`config.mk`:
```
export PLATFORM = sky130hd
export DESIGN_NAME = neoC1
export DESIGN_NICKNAME = d
export VERILOG_FILES = /design/src/design/c1Pkg.sv /design/src/design/c1BusIf.sv /design/src/design/c1Comm.sv /design/src/design/c1Decode.sv /design/src/design/c1Inputs.sv /design/src/design/c1Wait.sv /design/src/design/neoC1.sv
export SDC_FILE = /design/constraint.sdc
export NUM_CORES = 1
export LEC_CHECK = 0
export BUFFER_PORTS_ARGS = -buffer_cell sky130_fd_sc_hd__buf_4
export CORE_ASPECT_RATIO = 0.7
export CORE_UTILIZATION = 40
export CTS_CLUSTER_DIAMETER = 60
export DETAILED_ROUTE_END_ITERATION = 16
export GPL_ROUTABILITY_DRIVEN = 1
export PLACE_DENSITY = 0.91
export SLEW_MARGIN = 20
export SYNTH_ARGS = -nofsm -noshare
export SYNTH_HDL_FRONTEND = slang
export SYNTH_HIERARCHICAL = 1
export SYNTH_SLANG_ARGS = --single-unit
```
`constraint.sdc`:
```
create_clock -name CLK_68KCLK -period 3.2 [get_ports CLK_68KCLK]
set_clock_uncertainty 0.05 [all_clocks]
set_input_delay 0.48 -clock CLK_68KCLK [delete_from_list [all_inputs] [get_ports CLK_68KCLK]]
set_output_delay 0.48 -clock CLK_68KCLK [all_outputs]
set_load 0.05 [all_outputs]
```
`src/design/c1Pkg.sv`:
```
package c1Pkg;

	// Address lines A23 down to A17 with A23 in the top bit
	typedef logic [6:0] addrHiT;

	typedef logic [7:0] byteT;	// Upper data lane D15..D8

	// Bits 7..0 go to the control ports and bits 9..8 are start/select
	typedef logic [9:0] padT;

	typedef logic [1:0] waitCntT;	// Wait states per bus cycle

	// 68000 memory map zones of one megabyte or more
	typedef enum logic [3:0] {
		rom,	// 000000-0FFFFF program ROM
		wram,	// 100000-1FFFFF work RAM
		port,	// 200000-2FFFFF cartridge port
		io,	// 300000-3FFFFF registers, DIPs, video controller
		pal,	// 400000-7FFFFF palette
		card,	// 800000-BFFFFF memory card
		srom,	// C00000-CFFFFF system ROM
		sram,	// D00000-DFFFFF backup SRAM
		none	// E00000-FFFFFF where nothing answers
	} zoneE;

	// Slow card access
	localparam waitCntT CARD_WAIT_DEF = 2'd2;

endpackage

```
`src/design/c1BusIf.sv`:
```
`timescale 1ns/10ps

interface c1BusIf ();
	import c1Pkg::*;

	addrHiT addrHi;	// A23..A17
	logic rw;	// High for read
	logic nAs;	// Address strobe
	logic nLds;	// Lower byte, odd addresses
	logic nUds;	// Upper byte, even addresses

	// Full view for the address decoder
	modport decode (
		input addrHi,
		input rw,
		input nAs,
		input nLds,
		input nUds
	);

	// Wait generator only follows the address strobe
	modport waiter (
		input nAs
	);

	// Command register
	modport regs (
		input rw,
		input nUds
	);

endinterface

```
`src/design/c1Comm.sv`:
```
`timescale 1ns/10ps

module c1Comm (
	input logic CLK_68KCLK,
	input logic rstN,
	c1BusIf.regs bus,
	input logic nIcomZone,
	input c1Pkg::byteT m68kDataIn,
	output c1Pkg::byteT soundCmd,
	output logic nSdw
);

	logic cmdWr;	// Write on the upper lane to the command register
	logic wrSeen;	// Current access already latched

	assign cmdWr = ~nIcomZone & ~bus.rw & ~bus.nUds;

	always_ff @(posedge CLK_68KCLK or negedge rstN) begin
		if (!rstN) begin
			soundCmd <= '0;
			nSdw <= 1'b1;
			wrSeen <= 1'b0;
		end else begin
			nSdw <= 1'b1;
			if (cmdWr && !wrSeen) begin
				soundCmd <= m68kDataIn;
				nSdw <= 1'b0;	// Tells the sound CPU a command is waiting
			end
			// Zone drops with nAs, which rearms the latch
			wrSeen <= cmdWr;
		end
	end

	// One strobe per access even for long wait cycles
	assert property (@(posedge CLK_68KCLK) disable iff (!rstN)
		!nSdw |=> nSdw)
		else $error("c1Comm: nSdw low for two cycles");

endmodule

```
`src/design/c1Decode.sv`:
```
`timescale 1ns/10ps

module c1Decode (
	c1BusIf.decode bus,
	output logic nRomOeL, nRomOeU,
	output logic nPortOeL, nPortOeU,
	output logic nPortWeL, nPortWeU,
	output logic nPortAdrs,
	output logic nWrL, nWrU,
	output logic nWwL, nWwU,
	output logic nSromOeL, nSromOeU,
	output logic nSramOeL, nSramOeU,
	output logic nSramWeL, nSramWeU,
	output logic nLspOe, nLspWe,
	output logic nCrdO, nCrdW, nCrdC,
	output logic nBitW0, nBitW1,
	output logic nDipRd0, nDipRd1,
	output logic nPal,
	output logic nRomZone,
	output logic nPortZone,
	output logic nCardZone,
	output logic nCtrl1Zone,
	output logic nCtrl2Zone,
	output logic nStatusbZone,
	output logic nIcomZone,
	output c1Pkg::zoneE zone
);
	import c1Pkg::*;

	logic a19, a18, a17;
	logic nWramZone, nIoZone, nPalZone, nSromZone, nSramZone;
	logic nC1RegsZone;	// Even bytes of the I/O zone
	logic nLspcZone;
	logic nWordAccess;
	logic nRd, nWr;	// Qualified read and write cycles

	assign a19 = bus.addrHi[2];
	assign a18 = bus.addrHi[1];
	assign a17 = bus.addrHi[0];

	// Top level split on A23..A20
	always_comb begin
		casez (bus.addrHi[6:3])
			4'b0000: zone = rom;
			4'b0001: zone = wram;
			4'b0010: zone = port;
			4'b0011: zone = io;
			4'b01??: zone = pal;
			4'b10??: zone = card;
			4'b1100: zone = srom;
			4'b1101: zone = sram;
			default: zone = none;
		endcase
	end

	assign nRomZone = (zone != rom);
	assign nWramZone = (zone != wram);
	assign nPortZone = (zone != port);
	assign nIoZone = (zone != io);
	assign nPalZone = (zone != pal);
	assign nCardZone = (zone != card);
	assign nSromZone = (zone != srom);
	assign nSramZone = (zone != sram);

	assign nRd = ~bus.rw | bus.nAs;
	assign nWr = bus.rw | bus.nAs;
	assign nWordAccess = bus.nLds | bus.nUds;

	// Register space in 128k steps on A19..A17
	assign nC1RegsZone = bus.nUds | nIoZone | bus.nAs;
	assign nCtrl1Zone = nC1RegsZone | ~bus.rw | a19 | a18 | a17;	// 30xxxx-31xxxx
	assign nIcomZone = nC1RegsZone | a19 | a18 | ~a17;	// 32xxxx-33xxxx both ways
	assign nCtrl2Zone = nC1RegsZone | ~bus.rw | a19 | ~a18;	// 34xxxx-37xxxx
	assign nStatusbZone = nC1RegsZone | ~bus.rw | ~a19 | a18 | a17;	// 38xxxx-39xxxx
	assign nLspcZone = nIoZone | ~a19 | ~a18 | a17;	// 3Cxxxx-3Dxxxx

	// Odd bytes carry DIP reads and bit latch writes
	assign nDipRd0 = bus.nLds | nRd | nIoZone | a19 | a18 | a17;
	assign nDipRd1 = bus.nLds | nRd | nIoZone | a19 | a18 | ~a17;
	assign nBitW0 = bus.nLds | nWr | nIoZone | ~a19 | a18 | a17;
	assign nBitW1 = bus.nLds | nWr | nIoZone | ~a19 | a18 | ~a17;

	assign nRomOeL = nRd | bus.nLds | nRomZone;
	assign nRomOeU = nRd | bus.nUds | nRomZone;
	assign nWrL = nRd | bus.nLds | nWramZone;
	assign nWrU = nRd | bus.nUds | nWramZone;
	assign nWwL = nWr | bus.nLds | nWramZone;
	assign nWwU = nWr | bus.nUds | nWramZone;
	assign nPortOeL = nRd | bus.nLds | nPortZone;
	assign nPortOeU = nRd | bus.nUds | nPortZone;
	assign nPortWeL = nWr | bus.nLds | nPortZone;
	assign nPortWeU = nWr | bus.nUds | nPortZone;
	assign nPortAdrs = nPortZone | bus.nAs;	// Address latch on the slot
	assign nSromOeL = nRd | bus.nLds | nSromZone;
	assign nSromOeU = nRd | bus.nUds | nSromZone;
	assign nSramOeL = nRd | bus.nLds | nSramZone;
	assign nSramOeU = nRd | bus.nUds | nSramZone;
	assign nSramWeL = nWr | bus.nLds | nSramZone;
	assign nSramWeU = nWr | bus.nUds | nSramZone;

	// Video controller and card only answer full words
	assign nLspOe = nRd | nWordAccess | nLspcZone;
	assign nLspWe = nWr | nWordAccess | nLspcZone;
	assign nCrdO = nRd | nWordAccess | nCardZone;
	assign nCrdW = nWr | nWordAccess | nCardZone;
	assign nCrdC = nCrdO & nCrdW;	// Card select on either

	assign nPal = nPalZone | bus.nAs;

	// Strobes of different devices never overlap in one bus cycle
	assert property (@(posedge bus.nAs) $onehot0({
		~(nRomOeL & nRomOeU),
		~(nWrL & nWrU & nWwL & nWwU),
		~(nPortOeL & nPortOeU & nPortWeL & nPortWeU),
		~(nSromOeL & nSromOeU),
		~(nSramOeL & nSramOeU & nSramWeL & nSramWeU),
		~(nLspOe & nLspWe),
		~nCrdC,
		~nPal,
		~(nDipRd0 & nDipRd1 & nBitW0 & nBitW1)}))
		else $error("c1Decode: more than one device selected");

endmodule

```
`src/design/c1Inputs.sv`:
```
`timescale 1ns/10ps

module c1Inputs (
	input logic nCtrl1Zone,
	input logic nCtrl2Zone,
	input logic nStatusbZone,
	input logic nIcomZone,
	input c1Pkg::padT p1In,
	input c1Pkg::padT p2In,
	input logic nCd1,
	input logic nCd2,
	input logic nWp,
	input logic systemMode,
	input c1Pkg::byteT sdd,
	output c1Pkg::byteT m68kData
);
	import c1Pkg::*;

	byteT statusB;

	// Status B from the MSB down holds system mode, card write protect,
	// card detect 2 and 1, then select and start of player 2 and player 1
	assign statusB = {
		systemMode,
		nWp,
		nCd2,
		nCd1,
		p2In[9],
		p2In[8],
		p1In[9],
		p1In[8]
	};

	// Upper lane read mux over exclusive zones
	always_comb begin
		if (!nCtrl1Zone)
			m68kData = p1In[7:0];	// Player 1 stick and buttons
		else if (!nCtrl2Zone)
			m68kData = p2In[7:0];
		else if (!nStatusbZone)
			m68kData = statusB;
		else if (!nIcomZone)
			m68kData = sdd;	// Reply from the sound CPU
		else
			m68kData = 8'hFF;	// Pull-ups
	end

endmodule

```
`src/design/c1Wait.sv`:
```
`timescale 1ns/10ps

module c1Wait #(
	parameter c1Pkg::waitCntT CARD_WAIT = c1Pkg::CARD_WAIT_DEF
) (
	input logic CLK_68KCLK,
	input logic rstN,
	c1BusIf.waiter bus,
	input logic nRomZone,
	input logic nPortZone,
	input logic nCardZone,
	input logic nRomWait,
	input logic nPWait0,
	input logic nPWait1,
	input logic pDtack,
	output logic nDtack
);
	import c1Pkg::*;

	typedef enum logic [1:0] {idle, count, ack} waitStateE;

	waitStateE state;
	waitCntT cnt;	// Edges left before acknowledge
	waitCntT zoneWait;
	logic extWait;

	// Wait states asked for by the selected zone
	always_comb begin
		if (!nRomZone)
			zoneWait = {1'b0, ~nRomWait};
		else if (!nPortZone)
			zoneWait = {~nPWait1, ~nPWait0};	// Set by the cartridge
		else if (!nCardZone)
			zoneWait = CARD_WAIT;
		else
			zoneWait = '0;
	end

	// Cartridge holds the cycle off itself
	assign extWait = ~nPortZone & pDtack;

	always_ff @(posedge CLK_68KCLK or negedge rstN) begin
		if (!rstN) begin
			state <= idle;
			cnt <= '0;
		end else begin
			case (state)
				idle: begin
					if (!bus.nAs) begin
						if (extWait) begin
							cnt <= 2'd1;	// Release on the first edge with pDtack low
							state <= count;
						end else if (zoneWait == '0) begin
							state <= ack;
						end else begin
							cnt <= zoneWait;
							state <= count;
						end
					end
				end
				count: begin
					if (bus.nAs)
						state <= idle;	// Cycle dropped early
					else if (!extWait) begin
						if (cnt == 2'd1)
							state <= ack;
						else
							cnt <= cnt - 2'd1;
					end
				end
				ack: begin
					if (bus.nAs)
						state <= idle;
				end
				default: state <= idle;
			endcase
		end
	end

	assign nDtack = (state != ack);

	// Acknowledge only falls for a cycle the CPU was still running
	assert property (@(posedge CLK_68KCLK) disable iff (!rstN)
		$fell(nDtack) |-> !$past(bus.nAs))
		else $error("c1Wait: nDtack fell with nAs high");

endmodule

```
`src/design/neoC1.sv`:
```
`timescale 1ns/10ps

module neoC1 #(
	parameter c1Pkg::waitCntT CARD_WAIT = c1Pkg::CARD_WAIT_DEF
) (
	input logic CLK_68KCLK,
	input logic rstN,
	input logic [21:17] m68kAddr,
	input logic a22z, a23z,
	input logic nLds, nUds,
	input logic rw, nAs,
	input c1Pkg::byteT m68kDataIn,
	output c1Pkg::byteT m68kData,
	output logic nRomOeL, nRomOeU,
	output logic nPortOeL, nPortOeU,
	output logic nPortWeL, nPortWeU,
	output logic nPortAdrs,
	output logic nWrL, nWrU,
	output logic nWwL, nWwU,
	output logic nSromOeL, nSromOeU,
	output logic nSramOeL, nSramOeU,
	output logic nSramWeL, nSramWeU,
	output logic nLspOe, nLspWe,
	output logic nCrdO, nCrdW, nCrdC,
	output logic nBitW0, nBitW1,
	output logic nDipRd0, nDipRd1,
	output logic nPal,
	input c1Pkg::padT p1In,
	input c1Pkg::padT p2In,
	input logic nCd1, nCd2, nWp,
	input logic nRomWait, nPWait0, nPWait1, pDtack,
	input c1Pkg::byteT sdd,
	input logic systemMode,
	output logic nDtack,
	output c1Pkg::byteT soundCmd,
	output logic nSdw
);
	import c1Pkg::*;

	logic nRomZone, nPortZone, nCardZone;
	logic nCtrl1Zone, nCtrl2Zone, nStatusbZone, nIcomZone;
	zoneE zone;

	c1BusIf bus ();

	assign bus.addrHi = {a23z, a22z, m68kAddr};
	assign bus.rw = rw;
	assign bus.nAs = nAs;
	assign bus.nLds = nLds;
	assign bus.nUds = nUds;

	c1Decode decode (
		.bus(bus),
		.nRomOeL, .nRomOeU,
		.nPortOeL, .nPortOeU,
		.nPortWeL, .nPortWeU,
		.nPortAdrs,
		.nWrL, .nWrU,
		.nWwL, .nWwU,
		.nSromOeL, .nSromOeU,
		.nSramOeL, .nSramOeU,
		.nSramWeL, .nSramWeU,
		.nLspOe, .nLspWe,
		.nCrdO, .nCrdW, .nCrdC,
		.nBitW0, .nBitW1,
		.nDipRd0, .nDipRd1,
		.nPal,
		.nRomZone, .nPortZone, .nCardZone,
		.nCtrl1Zone, .nCtrl2Zone, .nStatusbZone, .nIcomZone,
		.zone
	);

	c1Wait #(
		.CARD_WAIT(CARD_WAIT)
	) waitGen (
		.CLK_68KCLK,
		.rstN,
		.bus(bus),
		.nRomZone, .nPortZone, .nCardZone,
		.nRomWait, .nPWait0, .nPWait1, .pDtack,
		.nDtack
	);

	c1Inputs inputs (
		.nCtrl1Zone, .nCtrl2Zone, .nStatusbZone, .nIcomZone,
		.p1In, .p2In,
		.nCd1, .nCd2, .nWp,
		.systemMode,
		.sdd,
		.m68kData
	);

	c1Comm comm (
		.CLK_68KCLK,
		.rstN,
		.bus(bus),
		.nIcomZone,
		.m68kDataIn,
		.soundCmd,
		.nSdw
	);

endmodule

```
After elaboration in Yosys (flattened, before gate mapping)
Index checks and enable logic that the tools add are counted.
{"block": "word_totals", "word_cells": 136, "out_inout_bits": 45, "ff_bits": 14, "inputBits": 57}
{"block": "op_classes", "eq_ne": 26, "n_addsub": 1, "reduce_logical": 9, "bitwise_logic": 71, "mux": 24}
{"operator": "$or 1x1->1", "n": 57}
{"operator": "$mux 2", "n": 16}
{"operator": "$mux 8", "n": 4}
{"operator": "$pmux 4 s8", "n": 1}
{"operator": "$ne 4x3->1 const B", "n": 4}
{"operator": "$ne 2x2->1 const B", "n": 6}
{"operator": "$not 1->1", "n": 10}
{"operator": "$eq 4x2->1 const B", "n": 2}
{"operator": "$eq 4x4->1 const B", "n": 2}
{"operator": "$ne 4x2->1 const B", "n": 2}
{"operator": "$eq 2x1->1 const B", "n": 3}
{"operator": "$ne 3x2->1 const B", "n": 2}
{"operator": "$pmux 2 s3", "n": 1}
{"operator": "$reduce_and 6->1", "n": 1}
{"operator": "$and 1x1->1", "n": 4}
{"operator": "$eq 2x2->1 const B", "n": 2}
{"operator": "$eq 4x1->1 const B", "n": 1}
{"operator": "$logic_not 2->1", "n": 2}
{"operator": "$logic_not 4->1", "n": 1}
{"operator": "$ne 4x1->1 const B", "n": 1}
{"operator": "$pmux 2 s2", "n": 1}
{"operator": "$reduce_and 4->1", "n": 1}
{"operator": "$reduce_bool 4->1", "n": 1}
{"operator": "$ne 3x3->1 const B", "n": 1}
{"operator": "other kinds (5)", "n": 5}

Longest topological paths before layout
Gate-level depths: netlist of the first run.
{"block": "depth", "word_depth": 13, "ltp_mapped": 10, "ltp_nobuf": 9}

Modules after synthesis
The synthesis of the first run kept the hierarchy.
{"module": "c1Decode", "seq_area_each_um2": 0.0, "cells_per_inst": 74, "n_inst": 1, "area_per_inst_um2": 473.0}
{"module": "c1Comm", "seq_area_each_um2": 251.5, "cells_per_inst": 21, "n_inst": 1, "area_per_inst_um2": 371.6}
{"module": "c1Wait", "seq_area_each_um2": 100.1, "cells_per_inst": 35, "n_inst": 1, "area_per_inst_um2": 302.8}
{"module": "c1Inputs", "seq_area_each_um2": 0.0, "cells_per_inst": 33, "n_inst": 1, "area_per_inst_um2": 216.5}

Least setup slack after synthesis of the first run
OpenSTA, ideal clock, no wires.
{"block": "synth_path", "path_type": "input to output", "start": "input port a22z", "end": "output port m68kData[6]", "slack_ps": -339, "arrival_ps": 3009, "stages": 8, "t_required_ps": 2670, "n_path_buf": 2, "path_cell_list": "inv_1 ha_1 buf_2 nor4_1 nand3_1 buf_6 nor3b_1 o31ai_1"}
{"block": "synth_via", "elab_chain_len": 12, "elab_cells_between_ends": 27, "cone_classes": "8 x eq/ne; 5 x mux; 13 x bitwise; 1 x reduce/logical"}
{"item": "from (decl)", "line_no": "neoC1.sv:9", "text": "input logic a22z, a23z,"}
{"item": "$eq 4x4->1, or another cell as far along", "line_no": "c1Decode.sv:43", "text": "casez (bus.addrHi[6:3])"}
{"item": "$pmux 4 s8 (*)", "line_no": "c1Decode.sv:43"}
{"item": "$ne 4x2->1 (*)", "line_no": "c1Decode.sv:59", "text": "assign nIoZone = (zone != io);"}
{"item": "$or 1x1->1 (*) (2 in a row)", "line_no": "c1Decode.sv:70", "text": "assign nC1RegsZone = bus.nUds | nIoZone | bus.nAs;"}
{"item": "$or 1x1->1 (*) (4 in a row)", "line_no": "c1Decode.sv:74", "text": "assign nStatusbZone = nC1RegsZone | ~bus.rw | ~a19 | a18 | a17;"}
{"item": "via nStatusbZone", "line_no": "neoC1.sv:41", "text": "logic nCtrl1Zone, nCtrl2Zone, nStatusbZone, nIcomZone;"}
{"item": "$mux 8 (*)", "line_no": "c1Inputs.sv:40", "text": "else if (!nStatusbZone)"}
{"item": "$mux 8 (*)", "line_no": "c1Inputs.sv:38", "text": "else if (!nCtrl2Zone)"}
{"item": "$mux 8 (*)", "line_no": "c1Inputs.sv:36", "text": "if (!nCtrl1Zone)"}
{"item": "to (decl)", "line_no": "neoC1.sv:13", "text": "output c1Pkg::byteT m68kData,"}
The timed path passes the listed nets; every way through them passes the cells marked *.

Final worst setup path of the first run
{"block": "layout_path", "start": "input port a22z", "end": "output port m68kData[1]"}
{"block": "layout_via", "elab_cells_between_ends": 27, "cone_classes": "8 x eq/ne; 5 x mux; 13 x bitwise; 1 x reduce/logical"}
{"item": "$eq 4x4->1, or another cell as far along", "line_no": "c1Decode.sv:43"}
{"item": "$pmux 4 s8 (*)", "line_no": "c1Decode.sv:43"}
{"item": "$ne 4x2->1 (*)", "line_no": "c1Decode.sv:59"}
{"item": "$or 1x1->1 (*) (2 in a row)", "line_no": "c1Decode.sv:70"}
{"item": "$or 1x1->1 (*) (4 in a row)", "line_no": "c1Decode.sv:71", "text": "assign nCtrl1Zone = nC1RegsZone | ~bus.rw | a19 | a18 | a17;"}
{"item": "via nCtrl1Zone", "line_no": "neoC1.sv:41"}
{"item": "$mux 8 (*)", "line_no": "c1Inputs.sv:36"}
Marked as above.

==> summary.md, run 1 <==
| Metric | Value |
|---|---|
| Pre-antenna DRT Iters | 4 |
| Routed vias | about 1700 |
| Worst stage delay on the critical path | roughly 400 ps |
| WP data required | between 2000 and 3000 ps |
| Crit path max-delay family | simple AND/OR/NAND/NOR gates |
| Period Utilization, post-route | 95.0% |
| Max Freq | approximately 330 MHz |
| Crit path launch type | input port |
| DR iter-0 viols | 127 |
| Overflow after GRT | 0 |
| Core region area | between 3000 and 4000 um^2 |
| Initial antenna violation count | 0 |
| H-tree levels | 1 |
| Worst slack, placed | approximately 74 ps |
| Worst-Margin Slew | roughly 630 ps |
| Max cap viols | 0 |
| WL met3 | between 200 and 300 um |
| Wirelength per Cell | between 10 and 15 um |
| Power density over the cells | approximately 230 nW/um^2 |
| Row Count | 17 |
| CTS tree | done |
| Critical path's slowest cell | or3_1 |
| Fin cells | between 300 and 400 |
| Status | finished, final reports clean |
| Synthesized area per cell | about 8.4 um^2 |
| Vias per inst | roughly 5.4 |
| Cell chain of the critical path | buf_4 -> inv_1 -> ha_1 -> or3_1 -> nor3_2 -> nand3b_1 -> inv_1 -> a22oi_1 -> o21ai_1 -> buf_4 |
| Starting density of the core | 42.6% |
| IO buf count | between 100 and 150 |
| Worst-path clk slew | approximately 60 ps |
| WL final | about 4400 um |
| Pins Over Slew Limit | 0 |
| VDD IR max | ~0.00012 V |
| Final Hold Fails | 0 |
| Syn nets | ~220 |
| Vias in the first global route | 1531 |
| Reg2Reg Setup Slack | 1800 ps |
| Period minus WS final | about 3000 ps |
| Worst path bufs/invs | 4 |
| Die Ht | 50.8 um |
| R2r worst-path depth | 5 |
| Largest net degree at the start of global routing | 15 |
| Proportion of layout cells with a drive suffix above 1 | 51.3% |
| Worst-skew pair later-pin latency | roughly 240 ps |
| Dpl cells | roughly 300 |
| Post-Syn Instances | 162 |
| Die area | approximately 3600 um^2 |
| Post-route ant nets | 0 |
| Cell area after synthesis | roughly 1400 um^2 |
| Crit end category | primary output |
| Reg-to-Reg End | waitGen/cnt[1] |
| Diode count | 0 |
| WS Path Type | in2out |
| Post-DP HPWL | about 3600 um |
| YS warnings | 6 |
| Area Growth Syn to Fin | 65.1% |
| Hold/Removal Path Class | in2async |
| Setup violators final | 0 |
| R2r startpoint | waitGen/cnt[0] |
| Final Net Count | 331 |
| Io pins | ~100 |
| Top Layer Used | met4 |
| First-pass GRT wire length | 6720 um |
| Setup TNS | 0 ps |
| CP max FO | 8 |
| Tot GR Track Use | roughly 23% |
| CTS buffer count | 3 |
| Clock sink count | 14 |
| Placer Congestion | slightly below 0.9 |
| Max-slew headroom | 57.4% |
| Clock buffer depth | 2 |
| Post-CTS Setup Bufs | 0 |
| Die width | 71.7 um |
| Worst setup margin | roughly 160 ps |
| M1 wire length | roughly 2000 um |
| Hold Slack | approximately 27 ps |
| Metal2 WL | 2150 um |
| Lkg Pwr | 1.04 nW |
| Residual DRC count | 0 |
| CTS Root Cell | clkbuf_8 |
| Arr. time, crit path | 2510 ps |
-- worst max-delay path by stage --
stage               slack, ps  start          end  cells after the start
global route              -10   a22z  m68kData[6]                      9
finish                    160   a22z  m68kData[1]                     10
global placement          130   a22z  m68kData[7]                     10
detailed placement         70   a22z  m68kData[1]                     10
floorplan                  70   a22z  m68kData[6]                      8
CTS                        80   a22z  m68kData[1]                     10
-- cells in the final DEF, fill, tap and decap left out, types with 2 or more instances in the layout --
cell,instances
buf_4,109
nand2_1,28
dfrtp_1,13
inv_1,8
mux2_2,8
nand3_1,8
nor2_1,7
o22ai_1,6
a22oi_1,6
o21ai_1,6
nor3_1,5
a21oi_1,5
clkbuf_8,4
nand2b_1,4
nand3b_1,4
ha_1,4
nor2b_1,3
mux2i_1,3
and3b_1,2
o21ai_0,2
nand4b_1,2
or4b_1,2
nor3b_1,2
a31oi_1,2
-- state kept, by name, indices dropped and copies added (netlist names) --
| register | cells |
|---|---|
| comm/nSdw | 1 |
| waitGen/state | 2 |
| comm/wrSeen | 1 |
| comm/soundCmd | 8 |
| waitGen/cnt | 2 |
-- final cells by class --
type                    count  area (um^2)
fillers                   274          945
flip-flops and latches     14          352
repair buffers            109          818
well taps                  38         47.5
inverters                   8         30.0
clock buffers               4         55.1
multi-input cells         134          943
-- through the flow --
stage	util (%)	instance area [um^2]	total power, W
after detailed placement	68.4	2180	0.000352
after CTS	70.2	2240	0.000521
after global placement	68.4	2180	0.000349
after global routing	70.4	2250	0.000544
after floorplan	-	1370	0.000268
final	70.4	2250	0.000516
-- metal layers --
metal / up-vias / global-route usage [%]
li1: 817 / -
met4: 0 / 4.90
met1: 774 / 31.5
met5: - / 0
met2: 68 / 39.5
met3: 2 / 2.21
-- power breakdown --
group	switching [W]	internal (W)	leakage, nW
combinational	0.0000820	0.0000799	0.821
sequential	0.00000465	0.000184	0.189
clock	0.0000566	0.000109	0.0288
total	0.000143	0.000372	1.04
-- what timing repair did --
item                                    in CTS  in global routing
hold buffers                                 0                  0
endpoints found under the setup margin       0                  8
resized for setup                            0                  2
No activity file was read; power rests on OpenSTA's default activity.
==> inputs of run 2 (changes only) <==
- ABC_AREA: default -> 1
- CORE_UTILIZATION: 40 -> 44
- HOLD_SLACK_MARGIN: default -> 0.03
- PLACE_DENSITY: 0.91 -> 0.93
==> summary.md, run 2 <==
| Metric | Value |
|---|---|
| Hold Crit Depth | 2 |
| Max-slew headroom | roughly two thirds |
| Worst-path clk slew | 60 ps |
| Diode count | 0 |
| Largest Register | comm/soundCmd |
| Clock sink count | 14 |
| Worst setup margin | roughly 270 ps |
| Setup TNS | 0 ps |
| CTS Root Cell | clkbuf_8 |
| Max Freq | between 300 and 400 MHz |
| Area Growth Syn to Fin | 50.9% |
| Tot GR Track Use | 22.7% |
| Vias in the first global route | roughly 1700 |
| Routed vias | approximately 2000 |
| Most common cell after layout, fill and taps aside | buf_4 |
| Vias per inst | 4.81 |
| Proportion of layout cells with a drive suffix above 1 | between 40 and 50% |
| Worst-skew pair later-pin latency | ~240 ps |
| H-tree levels | 1 |
| Hold Crit Start | nUds |
| Max cap viols | 0 |
| Worst slack, placed | approximately 220 ps |
| Worst-Margin Slew | approximately 510 ps |
| Residual DRC count | 0 |
| Endpoint, Worst Hold | comm/wrSeen |
| Period minus WS final | 2930 ps |
| Max reg flops | 8 |
| Starting density of the core | 46.6% |
| Io pins | slightly above 100 |
| Die Ht | 53.4 um |
| Crit path launch type | input port |
| Post-Syn Instances | between 200 and 300 |
| Initial antenna violation count | 0 |
| Lkg Pwr | 1.35 nW |
| Pre-antenna DRT Iters | 4 |
| CTS tree | done |
| Crit end category | primary output |
| Die width | between 70 and 80 um |
| Placer Congestion | ~0.85 |
| Post-route ant nets | 0 |
| Setup violators final | 0 |
| Clock buffer depth | 2 |
| Cell area after synthesis | approximately 1700 um^2 |
| Syn nets | about 320 |
| Reg2Reg Setup Slack | roughly 1900 ps |
| Hold/Removal Path Class | in2reg |
| Most frequent cells in the layout | buf_4 (103), nand2_1 (77), nor2_1 (41) |
| CTS buffer count | 3 |
| Power density over the cells | 270 nW/um^2 |
| Largest net degree at the start of global routing | 17 |
| Period Utilization, post-route | between 90% and 100% |
| Overflow after GRT | 0 |
| Biggest regs | comm/soundCmd (8), waitGen/cnt (2), waitGen/state (2) |
| CP max FO | 10 |
| VDD IR max | between 0.0002 and 0.00025 V |
| First-pass GRT wire length | ~7000 um |
| Final Net Count | roughly 430 |
| Row Count | 18 |
| R2r startpoint | waitGen/cnt[0] |
| Reg-to-Reg End | waitGen/cnt[0] |
| Final Hold Fails | 0 |
| Arr. time, crit path | 2400 ps |
| Wirelength per Cell | approximately 11 um |
| IO buf count | around 100 |
| R2r worst-path depth | 7 |
| Die area | 4020 um^2 |
| Synthesized area per cell | about 6.4 um^2 |
| Post-DP HPWL | 3910 um |
| WS Path Type | in2out |
| Pins Over Slew Limit | 0 |
| Unrepaired setup endpoints after global routing | no |
| DR iter-0 viols | 60 |
| Core region area | around 3600 um^2 |
| YS warnings | 6 |
| WL final | about 4600 um |
| Status | finished, final reports clean |
| WP data required | around 2700 ps |
==> run 2: how the worst max path moves through the flow <==
stage	from	depth (start not counted)	endpoint
after global placement	a22z	13	m68kData[6]
final	a22z	14	m68kData[7]
after global routing	a22z	14	m68kData[3]
after CTS	a22z	15	m68kData[1]
after detailed placement	a22z	15	m68kData[1]
after floorplan	a22z	13	m68kData[0]
==> run 2: cell type report <==
| type | instances | area, um^2 |
|---|---|---|
| Inverter | 35 | 134 |
| Sequential cell | 14 | 352 |
| Timing Repair Buffer | 104 | 783 |
| Tap cell | 50 | 62.6 |
| Multi-Input combinational cell | 207 | 1120 |
| Fill cell | 309 | 1060 |
| Clock buffer | 4 | 55.1 |
==> run 2: power breakdown <==
part           switching, W  internal [W]
sequential        0.0000210      0.000197
combinational      0.000172      0.000119
clock             0.0000575      0.000109
total              0.000250      0.000425
==> run 2: repair_timing <==
| item | CTS | global route |
|---|---|---|
| gates resized for setup | 0 | 1 |
| setup endpoints to repair | 0 | 1 |
| hold buffers | 1 | 0 |
| endpoints found under the hold margin | 8 | 0 |
| buffers inserted | 0 | 0 |
==> run 2: per-layer routing <==
metal / GRT usage (%) / up-vias / routed length [um]
met3: 2.86 / 4 / 207
li1: - / 1032 / -
met5: 0 / - / 0
met4: 8.64 / 0 / 34
met1: 29.7 / 892 / 2080
met2: 38.1 / 63 / 2270
==> run 2: metrics by stage <==
step           hold slack, ps  power [W]  cell area, um^2  util, %  cells
2_1_floorplan             134   0.000403             1660        -    261
3_3_place_gp              282   0.000503             2430     68.4    409
3_5_place_dp              283   0.000510             2430     68.4    409
4_1_cts                   402   0.000678             2500     70.3    414
5_1_grt                   397   0.000724             2500     70.3    414
6_report                  397   0.000675             2500     70.3    414
==> run 2: critical path, cell delays in order <==
cell and delay (ps):
buf_4 90, inv_1 50, ha_1 300, inv_2 110, nand3_2 80, nand2_2 80, nand2_4 90, nand3_4 100
or2_1 440, nor2_1 110, nand2_1 80, nand2_1 60, a21oi_1 120, buf_4 210
==> inputs of run 3 (changes only) <==
- CORE_MARGIN: default -> 3
- CORE_UTILIZATION: 44 -> 39
- PLACE_DENSITY: 0.93 -> 0.85
==> summary.md, run 3 (synthesis gave the netlist of run 2 again) <==
| Metric | Value |
|---|---|
| Post-route ant nets | 0 |
| Max-slew headroom | approximately two thirds |
| Final Net Count | ~430 |
| Crit end category | primary output |
| Area post-placement | 2440 um^2 |
| Row Count | 19 |
| Unrepaired setup endpoints after global routing | no |
| First-pass GRT wire length | about 7000 um |
| Pre-antenna DRT Iters | 4 |
| Power density over the cells | about 260 nW/um^2 |
| Largest Register | comm/soundCmd |
| Biggest regs | comm/soundCmd (8), waitGen/cnt (2), waitGen/state (2) |
| Diode count | 0 |
| Worst slack, placed | approximately 280 ps |
| IO buf count | about 100 |
| Most frequent cells in the layout | buf_4 (103), nand2_1 (78), nor2_1 (41) |
| Critical path's slowest cell | nand2_1 |
| DR iter-0 viols | 64 |
| Post-DP HPWL | ~3900 um |
| Period Utilization, post-route | between 90% and 100% |
| Status | finished, final reports clean |
| Starting density of the core | 41.5% |
| Vias in the first global route | roughly 1700 |
| Placer Congestion | ~0.83 |
| Post-CTS Setup Bufs | 0 |
| H-tree levels | 1 |
| Setup TNS | 0 ps |
| Vias per inst | between 4 and 5 |
| Hold-fix buffers, CTS | 1 |
| Routed vias | roughly 1900 |
| Final Hold Fails | 0 |
| Die Ht | between 60 and 70 um |
| Area Growth Syn to Fin | 50.3% |
| Worst-skew pair later-pin latency | approximately 240 ps |
| Pwr Total | approximately 0.00065 W |
| Max Freq | between 300 and 400 MHz |
| Die area | around 5100 um^2 |
| Overflow after GRT | 0 |
| Largest net degree at the start of global routing | 17 |
| Worst stage delay on the critical path | 330 ps |
| Wirelength per Cell | about 11 um |
| Clock sink count | 14 |
| Residual DRC count | 0 |
| CP max FO | 16 |
| Initial antenna violation count | 0 |
| CTS tree | done |
| Max cap viols | 0 |
| Period minus WS final | 2950 ps |
| Most common cell after layout, fill and taps aside | buf_4 |
| Worst-Margin Slew | approximately 520 ps |
| Pins Over Slew Limit | 0 |
| Crit path max-delay family | simple AND/OR/NAND/NOR gates |
| VDD IR max | between 0.0002 and 0.0003 V |
| Worst path bufs/invs | 4 |
| Setup violators final | 0 |
| Crit path launch type | input port |
| Tot GR Track Use | 16.8% |
| Lkg Pwr | 1.34 nW |
| Proportion of layout cells with a drive suffix above 1 | between 40 and 50% |
| Arr. time, crit path | 2420 ps |
| Clock buffer depth | 2 |
| Hold/Removal Path Class | in2reg |
| Die width | between 80 and 90 um |
| WS Path Type | in2out |
| Cell chain of the critical path | buf_4 -> inv_1 -> ha_1 -> inv_2 -> nand2_4 -> nor2_8 -> nand3_4 -> nor2_4 -> nand2_1 -> nand3_1 -> nand2_1 -> a21oi_2 -> buf_4 |
| Worst setup margin | between 200 and 300 ps |
| Io pins | 102 |
| Max reg flops | 8 |
| WP data required | 2670 ps |
| CTS Root Cell | clkbuf_8 |
| Number of gates resized after CTS | 0 |
| CTS buffer count | 3 |
| Worst-path clk slew | ~60 ps |
| Final instance area | roughly 2500 um^2 |
| Core region area | around 4000 um^2 |
| WL final | 4510 um |
[run 3: cell counts in the layout (fill, tap and decap cells not counted)]
Identical to the previous run, type by type.
[run 3: layout make-up]
class / instances / area, um^2
clock buffer: 4 / 45.0
inverter: 35 / 134
timing repair buffer: 104 / 783
sequential: 14 / 352
fill: 392 / 1500
multi-input combinational: 207 / 1110
tap: 52 / 65.1
[run 3: path summary, 6_finish.rpt]
path                                   from          endpoint  slack, ps  cells past startpoint
min in group asynchronous              rstN  comm/soundCmd[7]        570                      2
setup / recovery                       a22z       m68kData[6]        250                     13
setup reg to reg             waitGen/cnt[0]    waitGen/cnt[0]       1920                      7
max in group asynchronous              rstN         comm/nSdw       2290                      2
hold reg to reg            comm/soundCmd[4]  comm/soundCmd[4]        420                      2
hold / removal                         nUds       comm/wrSeen        400                      2
[run 3: through the flow]
step                      cells  utilization [%]  hold WS (ps)
after floorplan             261                -           134
after global placement      411             61.0           285
after detailed placement    411             61.0           287
after CTS                   416             62.4           397
after global routing        416             62.4           403
final                       416             62.4           396
[run 3: routing by layer]
layer | vias to the layer above | GRT usage (%) | part of all wire, %
met4 | 0 | 2.52 | 0
met3 | 0 | 2.71 | 5.9
met1 | 836 | 23.9 | 48
li1 | 1026 | - | -
met5 | - | 0 | 0
met2 | 55 | 28.1 | 46
[run 3: report_power, final]
part	internal, W	switching, W
registers	0.000197	0.0000199
clock network	0.0000877	0.0000568
logic	0.000119	0.000173
[run 3: worst register-to-register path: stages (launching register included)]
cell and delay, ps:
dfrtp_1 400, ha_1 220, nand2_1 70, nand3_1 120, nor2_4 150, nand2_2 60
nand2_1 50, nand2_1 50
